### src/include/bgpu_defines.svh
// ====================
// Front end sizing. BGPU_NUM_WARPS must equal 2**BGPU_WID_WIDTH,
// since the warp pointer wraps by plain truncation
// ====================

`ifndef BGPU_DEFINES_SVH
`define BGPU_DEFINES_SVH

// Program counter width, counted in instruction words
`define BGPU_PC_WIDTH 16

// Number of warps and the width of a warp id
`define BGPU_NUM_WARPS 4
`define BGPU_WID_WIDTH 2

// Encoded instruction word
`define BGPU_INST_WIDTH 32

// Register index carried in destination and operand fields
`define BGPU_REG_IDX_WIDTH 8

`endif

### src/logic/bgpu_pkg.sv
// ====================
// Types shared by the warp front end. The opcode is the top byte
// of a 32-bit instruction word, and the all-ones opcode means stop
// ====================

`include "bgpu_defines.svh"

package bgpu_pkg;

    typedef logic [`BGPU_PC_WIDTH-1:0]      pc_t;
    typedef logic [`BGPU_WID_WIDTH-1:0]     wid_t;
    typedef logic [`BGPU_REG_IDX_WIDTH-1:0] reg_idx_t;
    typedef logic [`BGPU_INST_WIDTH-1:0]    enc_inst_t;

    // Execution unit, value 3 is reserved (used by stop)
    typedef enum logic [1:0] {
        EU_IU  = 2'd0,
        EU_LSU = 2'd1,
        EU_BRU = 2'd2
    } eu_e;

    typedef enum logic [5:0] {
        IU_ADD  = 6'd0,
        IU_SUB  = 6'd1,
        IU_AND  = 6'd2,
        IU_OR   = 6'd3,
        IU_XOR  = 6'd4,
        IU_SLL  = 6'd5,
        IU_ADDI = 6'd6,
        IU_SUBI = 6'd7,
        IU_SLLI = 6'd8
    } iu_subtype_e;

    typedef enum logic [5:0] {
        BRU_BR   = 6'd0,
        BRU_JMP  = 6'd1,
        BRU_SYNC = 6'd2
    } bru_subtype_e;

    // Opcode byte, subtype meaning depends on eu
    typedef struct packed {
        eu_e        eu;
        logic [5:0] subtype;
    } inst_t;

    typedef struct packed {
        wid_t warp_id;
        pc_t  pc;
    } fetch_req_t;

    typedef struct packed {
        wid_t      warp_id;
        pc_t       pc;
        enc_inst_t word;
    } fetched_t;

    typedef struct packed {
        wid_t                warp_id;
        pc_t                 pc;
        inst_t               inst;
        reg_idx_t            dst;
        reg_idx_t [1:0]      operands;
        logic     [1:0]      operands_required;
        logic                branch;
    } dec_inst_t;

    typedef enum logic [1:0] {
        IDLE = 2'd0,
        BUS  = 2'd1,
        HOLD = 2'd2
    } fetcher_state_e;

endpackage : bgpu_pkg

### src/logic/warp_fetcher.sv
// ====================
// Round-robin warp picker, one instruction in flight per warp.
// Launches to an already active warp are dropped
// ====================

`include "bgpu_defines.svh"

module warp_fetcher (
    input  logic                       clk_i,
    input  logic                       reset_i,
    input  logic                       start_i,
    input  bgpu_pkg::wid_t             start_warp_i,
    input  bgpu_pkg::pc_t              start_pc_i,
    output logic                       req_valid_o,
    output bgpu_pkg::fetch_req_t       req_o,
    input  logic                       req_ready_i,
    input  logic                       resolved_i,
    input  bgpu_pkg::wid_t             res_warp_i,
    input  bgpu_pkg::pc_t              res_next_pc_i,
    input  logic                       res_stop_i,
    output logic [`BGPU_NUM_WARPS-1:0] warps_active_o
);

    bgpu_pkg::pc_t              pc_q [`BGPU_NUM_WARPS];
    logic [`BGPU_NUM_WARPS-1:0] active_q;
    logic [`BGPU_NUM_WARPS-1:0] pending_q;
    bgpu_pkg::wid_t             ptr_q;
    logic                       req_valid_q;
    bgpu_pkg::fetch_req_t       req_q;

    logic                       found;
    bgpu_pkg::wid_t             sel;

    logic                       launch;
    logic                       accept;

    assign launch = start_i && !active_q[start_warp_i];
    assign accept = req_valid_q && req_ready_i;

    // First ready warp, starting at the rotating pointer
    always_comb begin
        bgpu_pkg::wid_t idx;
        found = 1'b0;
        sel   = '0;
        for (int i = 0; i < `BGPU_NUM_WARPS; i++) begin
            idx = bgpu_pkg::wid_t'(ptr_q + i);
            if (!found && active_q[idx] && !pending_q[idx]) begin
                found = 1'b1;
                sel   = idx;
            end
        end
    end

    always_ff @(posedge clk_i) begin
        if (reset_i) begin
            active_q    <= '0;
            pending_q   <= '0;
            ptr_q       <= '0;
            req_valid_q <= 1'b0;
        end else begin
            if (accept) begin
                req_valid_q                <= 1'b0;
                pending_q[req_q.warp_id]   <= 1'b1;
            end else if (!req_valid_q && found) begin
                req_valid_q <= 1'b1;
                ptr_q       <= sel + 1'b1;
            end
            // Resolved warp is pending, so it never collides with accept
            if (resolved_i) begin
                pending_q[res_warp_i] <= 1'b0;
                if (res_stop_i) begin
                    active_q[res_warp_i] <= 1'b0;
                end
            end
            if (launch) begin
                active_q[start_warp_i] <= 1'b1;
            end
        end
    end

    // PC table and offered request
    always_ff @(posedge clk_i) begin
        if (!req_valid_q && found) begin
            req_q.warp_id <= sel;
            req_q.pc      <= pc_q[sel];
        end
        if (resolved_i && !res_stop_i) begin
            pc_q[res_warp_i] <= res_next_pc_i;
        end
        if (launch) begin
            pc_q[start_warp_i] <= start_pc_i;
        end
    end

    assign req_valid_o    = req_valid_q;
    assign req_o          = req_q;
    assign warps_active_o = active_q;

endmodule : warp_fetcher

### src/logic/inst_fetch_wb.sv
// ====================
// Wishbone classic read master, one read outstanding.
// The word is held until the decoder consumes it
// ====================

module inst_fetch_wb (
    input  logic                 clk_i,
    input  logic                 reset_i,
    input  logic                 req_valid_i,
    input  bgpu_pkg::fetch_req_t req_i,
    output logic                 req_ready_o,
    output logic                 wb_cyc_o,
    output logic                 wb_stb_o,
    output logic                 wb_we_o,
    output bgpu_pkg::pc_t        wb_adr_o,
    input  bgpu_pkg::enc_inst_t  wb_dat_i,
    input  logic                 wb_ack_i,
    output logic                 fetched_valid_o,
    output bgpu_pkg::fetched_t   fetched_o,
    input  logic                 consumed_i
);

    bgpu_pkg::fetcher_state_e state_q;
    bgpu_pkg::fetch_req_t     req_q;
    bgpu_pkg::enc_inst_t      word_q;

    always_ff @(posedge clk_i) begin
        if (reset_i) begin
            state_q <= bgpu_pkg::IDLE;
        end else begin
            case (state_q)
                bgpu_pkg::IDLE: begin
                    if (req_valid_i) begin
                        state_q <= bgpu_pkg::BUS;
                    end
                end
                bgpu_pkg::BUS: begin
                    if (wb_ack_i) begin
                        state_q <= bgpu_pkg::HOLD;
                    end
                end
                bgpu_pkg::HOLD: begin
                    if (consumed_i) begin
                        state_q <= bgpu_pkg::IDLE;
                    end
                end
                default: begin
                    state_q <= bgpu_pkg::IDLE;
                end
            endcase
        end
    end

    // Request and read data capture
    always_ff @(posedge clk_i) begin
        if (state_q == bgpu_pkg::IDLE && req_valid_i) begin
            req_q <= req_i;
        end
        if (state_q == bgpu_pkg::BUS && wb_ack_i) begin
            word_q <= wb_dat_i;
        end
    end

    assign req_ready_o = state_q == bgpu_pkg::IDLE;

    // Cycle and strobe rise together and drop after ack
    assign wb_cyc_o = state_q == bgpu_pkg::BUS;
    assign wb_stb_o = state_q == bgpu_pkg::BUS;
    assign wb_we_o  = 1'b0;
    assign wb_adr_o = req_q.pc;

    assign fetched_valid_o   = state_q == bgpu_pkg::HOLD;
    assign fetched_o.warp_id = req_q.warp_id;
    assign fetched_o.pc      = req_q.pc;
    assign fetched_o.word    = word_q;

endmodule : inst_fetch_wb

### src/logic/decoder.sv
// ====================
// Combinational decode. Jump, sync and stop resolve at once and are
// never pushed. Branches go out flagged and are assumed not taken
// ====================

module decoder (
    input  logic                fetched_valid_i,
    input  bgpu_pkg::fetched_t  fetched_i,
    output logic                consumed_o,
    output logic                push_valid_o,
    output bgpu_pkg::dec_inst_t push_o,
    input  logic                push_ready_i,
    output logic                resolved_o,
    output bgpu_pkg::wid_t      res_warp_o,
    output bgpu_pkg::pc_t       res_next_pc_o,
    output logic                res_stop_o
);

    bgpu_pkg::inst_t inst;
    logic            is_stop;
    logic            is_control;
    logic [1:0]      op_req;
    logic            branch;
    bgpu_pkg::pc_t   next_pc;

    assign inst    = bgpu_pkg::inst_t'(fetched_i.word[31:24]);
    assign is_stop = fetched_i.word[31:24] == 8'hff;

    always_comb begin
        next_pc    = fetched_i.pc + 1'b1;
        op_req     = 2'b00;
        branch     = 1'b0;
        is_control = is_stop;

        case (inst.eu)
            bgpu_pkg::EU_IU: begin
                if (inst.subtype inside {bgpu_pkg::IU_ADD, bgpu_pkg::IU_SUB,
                                         bgpu_pkg::IU_AND, bgpu_pkg::IU_OR,
                                         bgpu_pkg::IU_XOR, bgpu_pkg::IU_SLL}) begin
                    op_req = 2'b11;
                end else if (inst.subtype inside {bgpu_pkg::IU_ADDI, bgpu_pkg::IU_SUBI,
                                                  bgpu_pkg::IU_SLLI}) begin
                    // Operand 0 carries an immediate
                    op_req = 2'b10;
                end
            end
            bgpu_pkg::EU_LSU: begin
                // Address and store data
                op_req = 2'b11;
            end
            bgpu_pkg::EU_BRU: begin
                if (inst.subtype == bgpu_pkg::BRU_JMP) begin
                    next_pc    = fetched_i.pc + 1'b1
                               + bgpu_pkg::pc_t'($signed(fetched_i.word[15:0]));
                    is_control = 1'b1;
                end else if (inst.subtype == bgpu_pkg::BRU_SYNC) begin
                    is_control = 1'b1;
                end else if (inst.subtype == bgpu_pkg::BRU_BR) begin
                    // Condition register in operand 1
                    op_req = 2'b10;
                    branch = 1'b1;
                end
            end
            default: begin
                op_req = 2'b00;
            end
        endcase
    end

    assign push_valid_o = fetched_valid_i && !is_control;

    // Control words leave at once, the rest on a buffer handshake
    assign consumed_o = fetched_valid_i && (is_control || push_ready_i);

    assign push_o.warp_id           = fetched_i.warp_id;
    assign push_o.pc                = fetched_i.pc;
    assign push_o.inst              = inst;
    assign push_o.dst               = fetched_i.word[23:16];
    assign push_o.operands[0]       = fetched_i.word[15:8];
    assign push_o.operands[1]       = fetched_i.word[7:0];
    assign push_o.operands_required = op_req;
    assign push_o.branch            = branch;

    assign resolved_o    = consumed_o;
    assign res_warp_o    = fetched_i.warp_id;
    assign res_next_pc_o = next_pc;
    assign res_stop_o    = is_stop;

endmodule : decoder

### src/logic/dispatch_buffer.sv
// ====================
// Two-entry FIFO, ready while not full.
// A pushed entry is visible at the output one edge later
// ====================

module dispatch_buffer (
    input  logic                clk_i,
    input  logic                reset_i,
    input  logic                push_valid_i,
    input  bgpu_pkg::dec_inst_t push_i,
    output logic                push_ready_o,
    output logic                disp_valid_o,
    output bgpu_pkg::dec_inst_t disp_o,
    input  logic                disp_ready_i
);

    bgpu_pkg::dec_inst_t mem_q [2];
    logic                wr_ptr_q;
    logic                rd_ptr_q;
    logic [1:0]          count_q;

    logic                push;
    logic                pop;

    assign push_ready_o = count_q != 2'd2;
    assign disp_valid_o = count_q != 2'd0;
    assign disp_o       = mem_q[rd_ptr_q];

    assign push = push_valid_i && push_ready_o;
    assign pop  = disp_valid_o && disp_ready_i;

    always_ff @(posedge clk_i) begin
        if (reset_i) begin
            wr_ptr_q <= 1'b0;
            rd_ptr_q <= 1'b0;
            count_q  <= 2'd0;
        end else begin
            if (push) begin
                wr_ptr_q <= !wr_ptr_q;
            end
            if (pop) begin
                rd_ptr_q <= !rd_ptr_q;
            end
            // Simultaneous push and pop keep the count
            if (push && !pop) begin
                count_q <= count_q + 1'b1;
            end else if (pop && !push) begin
                count_q <= count_q - 1'b1;
            end
        end
    end

    always_ff @(posedge clk_i) begin
        if (push) begin
            mem_q[wr_ptr_q] <= push_i;
        end
    end

endmodule : dispatch_buffer

### src/logic/bgpu_frontend.sv
// ====================
// Warp front end top. Wishbone on the memory side,
// valid/ready on the dispatch side
// ====================

`include "bgpu_defines.svh"

module bgpu_frontend (
    input  logic                       clk_i,
    input  logic                       reset_i,
    input  logic                       start_i,
    input  bgpu_pkg::wid_t             start_warp_i,
    input  bgpu_pkg::pc_t              start_pc_i,
    output logic [`BGPU_NUM_WARPS-1:0] warps_active_o,
    output logic                       wb_cyc_o,
    output logic                       wb_stb_o,
    output logic                       wb_we_o,
    output bgpu_pkg::pc_t              wb_adr_o,
    input  bgpu_pkg::enc_inst_t        wb_dat_i,
    input  logic                       wb_ack_i,
    output logic                       disp_valid_o,
    output bgpu_pkg::dec_inst_t        disp_o,
    input  logic                       disp_ready_i
);

    logic                 req_valid;
    logic                 req_ready;
    bgpu_pkg::fetch_req_t req;

    logic                 fetched_valid;
    bgpu_pkg::fetched_t   fetched;
    logic                 consumed;

    logic                 push_valid;
    logic                 push_ready;
    bgpu_pkg::dec_inst_t  push;

    logic                 resolved;
    bgpu_pkg::wid_t       res_warp;
    bgpu_pkg::pc_t        res_next_pc;
    logic                 res_stop;

    warp_fetcher u_warp_fetcher (
        .clk_i          (clk_i),
        .reset_i        (reset_i),
        .start_i        (start_i),
        .start_warp_i   (start_warp_i),
        .start_pc_i     (start_pc_i),
        .req_valid_o    (req_valid),
        .req_o          (req),
        .req_ready_i    (req_ready),
        .resolved_i     (resolved),
        .res_warp_i     (res_warp),
        .res_next_pc_i  (res_next_pc),
        .res_stop_i     (res_stop),
        .warps_active_o (warps_active_o)
    );

    inst_fetch_wb u_inst_fetch_wb (
        .clk_i           (clk_i),
        .reset_i         (reset_i),
        .req_valid_i     (req_valid),
        .req_i           (req),
        .req_ready_o     (req_ready),
        .wb_cyc_o        (wb_cyc_o),
        .wb_stb_o        (wb_stb_o),
        .wb_we_o         (wb_we_o),
        .wb_adr_o        (wb_adr_o),
        .wb_dat_i        (wb_dat_i),
        .wb_ack_i        (wb_ack_i),
        .fetched_valid_o (fetched_valid),
        .fetched_o       (fetched),
        .consumed_i      (consumed)
    );

    decoder u_decoder (
        .fetched_valid_i (fetched_valid),
        .fetched_i       (fetched),
        .consumed_o      (consumed),
        .push_valid_o    (push_valid),
        .push_o          (push),
        .push_ready_i    (push_ready),
        .resolved_o      (resolved),
        .res_warp_o      (res_warp),
        .res_next_pc_o   (res_next_pc),
        .res_stop_o      (res_stop)
    );

    dispatch_buffer u_dispatch_buffer (
        .clk_i        (clk_i),
        .reset_i      (reset_i),
        .push_valid_i (push_valid),
        .push_i       (push),
        .push_ready_o (push_ready),
        .disp_valid_o (disp_valid_o),
        .disp_o       (disp_o),
        .disp_ready_i (disp_ready_i)
    );

endmodule : bgpu_frontend

### config.mk
export PLATFORM = sky130hd
export DESIGN_NAME = bgpu_frontend
export DESIGN_NICKNAME = d
export VERILOG_FILES = /design/src/logic/bgpu_pkg.sv /design/src/logic/warp_fetcher.sv /design/src/logic/inst_fetch_wb.sv /design/src/logic/decoder.sv /design/src/logic/dispatch_buffer.sv /design/src/logic/bgpu_frontend.sv
export VERILOG_INCLUDE_DIRS = /design/src /design/src/include
export SDC_FILE = /design/constraint.sdc
export NUM_CORES = 1
export LEC_CHECK = 0
export ABC_AREA = 1
export BUFFER_PORTS_ARGS = -buffer_cell sky130_fd_sc_hd__clkbuf_2
export CORE_AREA = 2 2 142 144
export CTS_BUF_LIST = sky130_fd_sc_hd__clkbuf_16
export DETAILED_ROUTE_END_ITERATION = 7
export DIE_AREA = 0 0 144 146
export GPL_TIMING_DRIVEN = 0
export PLACE_DENSITY = 0.84
export SYNTH_ARGS = -nofsm -noshare
export SYNTH_HDL_FRONTEND = slang
export SYNTH_SLANG_ARGS = --single-unit
### constraint.sdc
create_clock -name clk_i -period 8.26 [get_ports clk_i]
set_clock_uncertainty 0.15 [all_clocks]
set_input_delay 0.826 -clock clk_i [delete_from_list [all_inputs] [get_ports clk_i]]
set_output_delay 0.826 -clock clk_i [all_outputs]
set_load 0.01 [all_outputs]
==> metrics list <==
* Most frequent cells in the layout: 238 x sky130_fd_sc_hd__edfxtp_1, 228 x sky130_fd_sc_hd__nand2_1, 130 x sky130_fd_sc_hd__clkbuf_2
- Period utilization: 45.5%
- The root buffer cell chosen for the clock tree is sky130_fd_sc_hd__clkbuf_16.
- # Post-CTS Setup Buffers: 0
- Total global routing track utilization: 26.4%
- The share of the Yosys chip area taken by registers is 62.2%.
- From left edge to right edge, the die measures 144 um.
- For this configuration, the core starts out at a cell density of 62.5%.
- Avg Vias per Cell: 5.57
- The number of max-slew violations in the final report is 0.
- Setup repair after global routing left no endpoint under its margin.
* Slew Limit Headroom: 16.5%
* RD Place Congestion: 0.926
- The worst setup path is of the reg2reg kind.
* Startpoint type of the worst setup path: register
- Post-synth cell types: 49
- PostCTS Resize Cnt: 0
- After clock tree synthesis, the clock-pin slew on the worst setup and hold paths is 0.06 ns.
* Result of the run: finished clean
- By area the synthesized netlist is led by sky130_fd_sc_hd__edfxtp_1 59%, sky130_fd_sc_hd__nand2_1 7.1%, sky130_fd_sc_hd__mux2_2 4.9%.
- Synth warn: 0
- Depth of the worst register-to-register path: 14
- STA puts the critical path data arrival time at 3.88 ns.
- Most used DFF post-synth: sky130_fd_sc_hd__edfxtp_1
- Total Neg Setup Slack: 0 ns
* Vias: 8427
- Number of cells on the worst hold path: 0
- Actual slew at the worst max-slew pin: 1.25 ns
- Power spread over the standard cell area amounts to 322 nW/um^2.
- DRT antenna net count: 0
- TritonCTS buffer count: 26
* Most frequent standard cell in the layout excluding fill and tap cells: sky130_fd_sc_hd__edfxtp_1
- The initialized floorplan defines 51 standard-cell rows.
- Gate count of the mapped netlist: 1063
- Core region area: 19300 sq um
* EDFF count, synth: 238
- In this run the deepest clock path goes through 3 buffers.
* Net total in the final layout: 1304
- Maximum clock frequency: 266 MHz
- Largest area contributor in the synthesized netlist: sky130_fd_sc_hd__edfxtp_1
- Final total power: 4.49 mW
- Flip-flop and latch count after synthesis: 256
- Origin of the critical flop-to-flop path: u_inst_fetch_wb.wb_adr_o[0]
- After global routing, the most crowded layer is met2.
* Max-cap viol count: 0
- Area enclosed by the die boundary: 21000 sq um
- Mapped Area: 12100 sq um
- For this run, global-route usage on met3 was measured as 4.41%.
- Setup violations remaining at the end of the flow were counted as 0.
* Mapped Avg Cell Area: 11.4 sq um
- In the routed design, unresolved DRC markers number 0.
* Number of search-and-repair iterations in the first detailed-routing pass: 6
- Pin placement for this block handled 132 I/O pins.
- Global-route congestion overflow total: 0
- After detailed routing, the average wire length per cell comes to 18.2 um.
* Maximum VDD drop: 180 uV
- 0 antenna diodes ended up in the layout.
- After layout, the minimum clock period comes to 3.76 ns.
- Worst Hold End: u_inst_fetch_wb.wb_adr_o[11]
* Clock sink total: 256
- The later pin in the worst-skew pair is clocked with a latency of 0.52 ns.
- Height of the die: 146 um
- Cells with a size suffix above 1 make up 25.1% of the layout.
* Worst hold start: u_warp_fetcher.req_o[11]
- Wires add up to 27500 um.
* Drt first-iter violations: 1051
- The number of global-route vias before repair is 8273.
* Largest net degree at the start of global routing: 33
- Cell leakage power: 5.79 nW
* Async set or reset register ratio after synthesis: 0%
* Worst hold path type: reg2reg
- Post-CTS Hold Buffers: 0
- Maximum fanout along the worst path: 6
- For met2 alone, demand over resource in global routing was 45.8%.
- Half-perimeter wire length of the detailed placement result: 19700 um
- Layout-stage area growth over the synthesis result: 15.5%
- TritonCTS clock tree: yes
- Final hold viol count: 0
* Reg-to-reg setup timing slack: 4.50 ns
- Global-route track usage on met1: 34.0%
- Number of H-tree levels: 1
- Crit path capture type: register
- Initial antenna violation count: 0
- First-pass GRT wire length: 42700 um
- Synthesis produced a netlist with a net count of 1140.
- Number of buffers added on ports: 130
* Required arrival time at the worst endpoint: 8.38 ns
- Capture point of the worst reg-to-reg path: u_warp_fetcher.pc_q[0][15]
* Layout filler cell count: 1346
- Top cell type's share of synthesized area: 59.2%
## worst max-delay path by stage
stage / startpoint / end / cells after the start
floorplan: u_inst_fetch_wb.word_q[27] / u_dispatch_buffer.mem_q[1][0] / 8
global placement: u_inst_fetch_wb.word_q[27] / u_dispatch_buffer.mem_q[1][50] / 8
detailed placement: u_inst_fetch_wb.wb_adr_o[0] / u_warp_fetcher.pc_q[2][15] / 14
CTS: u_inst_fetch_wb.wb_adr_o[0] / u_warp_fetcher.pc_q[2][15] / 14
global route: u_inst_fetch_wb.wb_adr_o[0] / u_warp_fetcher.pc_q[2][15] / 14
finish: u_inst_fetch_wb.wb_adr_o[0] / u_warp_fetcher.pc_q[0][15] / 14
## kinds of logic after synthesis
family                     after synthesis  share of synthesized area (%)
AOI/OAI and AO/OA                      173                           9.73
xor gates and xnor gates                12                          0.870
adders and majority gates               22                           2.34
buffers and inverters                  178                           6.72
DFF                                    256                           62.2
muxes                                   54                           5.02
other                                    1                         0.0310
and+or+nand+nor                        367                           13.1
## state kept, by name (all words and copies together), names as in the netlist, 4 cells and up, named ones only
signal / flops
u_dispatch_buffer.mem_q: 106
u_inst_fetch_wb.wb_adr_o: 16
u_inst_fetch_wb.word_q: 32
u_warp_fetcher.pc_q: 64
u_warp_fetcher.pending_q: 4
u_warp_fetcher.req_o: 18
u_warp_fetcher.warps_active_o: 4
## final cells by class
class | instances | area [sq um] | area share, %
flip-flops and latches | 256 | 7510 | 53.8
multi-input cells | 629 | 3790 | 27.2
repair buffers | 136 | 739 | 5.30
clock buffers | 27 | 676 | 4.84
inverters | 133 | 509 | 3.65
well taps | 265 | 332 | 2.38
plain buffers | 45 | 303 | 2.17
clock inverters | 21 | 86.3 | 0.619
## Yosys cell counts (all sizes together) (2+ instances only)
cell type  instances
edfxtp           238
nand2            235
inv              133
o21ai             74
nand3             70
mux2              53
nor2              41
o211ai            37
a21oi             33
buf               29
ha                21
dfxtp             18
clkbuf            16
xor2               9
a31oi              8
nor3               8
nand4              6
o31ai              5
a21boi             4
a21o               3
o21bai             3
or2                3
xnor2              3
a31o               2
nand3b             2
## worst max-delay path, stage by stage (launching register included)
cell	delay (ns)
sky130_fd_sc_hd__edfxtp_1	0.50
sky130_fd_sc_hd__ha_1	0.23
sky130_fd_sc_hd__and3_1	0.25
sky130_fd_sc_hd__nand2_1	0.18
sky130_fd_sc_hd__o31ai_1	0.31
sky130_fd_sc_hd__inv_1	0.12
sky130_fd_sc_hd__ha_1	0.38
sky130_fd_sc_hd__a21oi_1	0.24
sky130_fd_sc_hd__o21ai_0	0.18
sky130_fd_sc_hd__a21oi_1	0.25
sky130_fd_sc_hd__nand2_1	0.08
sky130_fd_sc_hd__nand2_1	0.09
sky130_fd_sc_hd__nand4_1	0.27
sky130_fd_sc_hd__nand3_1	0.20
sky130_fd_sc_hd__nand2_1	0.07
## metrics by stage
step | setup slack [ns] | instance area (sq um) | instances | hold slack, ns | utilization [%]
after floorplan | 4.37 | 12100 | 1063 | 0.250 | -
after global placement | 2.98 | 13100 | 1458 | 0.250 | 67.6
after detailed placement | 4.69 | 13200 | 1464 | 0.255 | 68.2
after CTS | 4.60 | 13900 | 1512 | 0.269 | 72.1
after global routing | 4.21 | 13900 | 1512 | 0.279 | 72.1
final | 4.50 | 13900 | 1512 | 0.269 | 72.1
## per-layer routing
layer	part of all wire [%]	vias up
met4	2.5	0
met5	0	-
li1	-	4019
met2	51	382
met1	38	3964
met3	8.4	62
## power breakdown
part | leakage [nW] | switching (mW) | total [mW] | internal (mW)
Combinational | 3.07 | 1.04 | 1.62 | 0.582
Sequential | 2.32 | 0.108 | 1.81 | 1.70
Clock | 0.395 | 0.463 | 1.05 | 0.586
No activity file was read; power rests on OpenSTA's default activity.
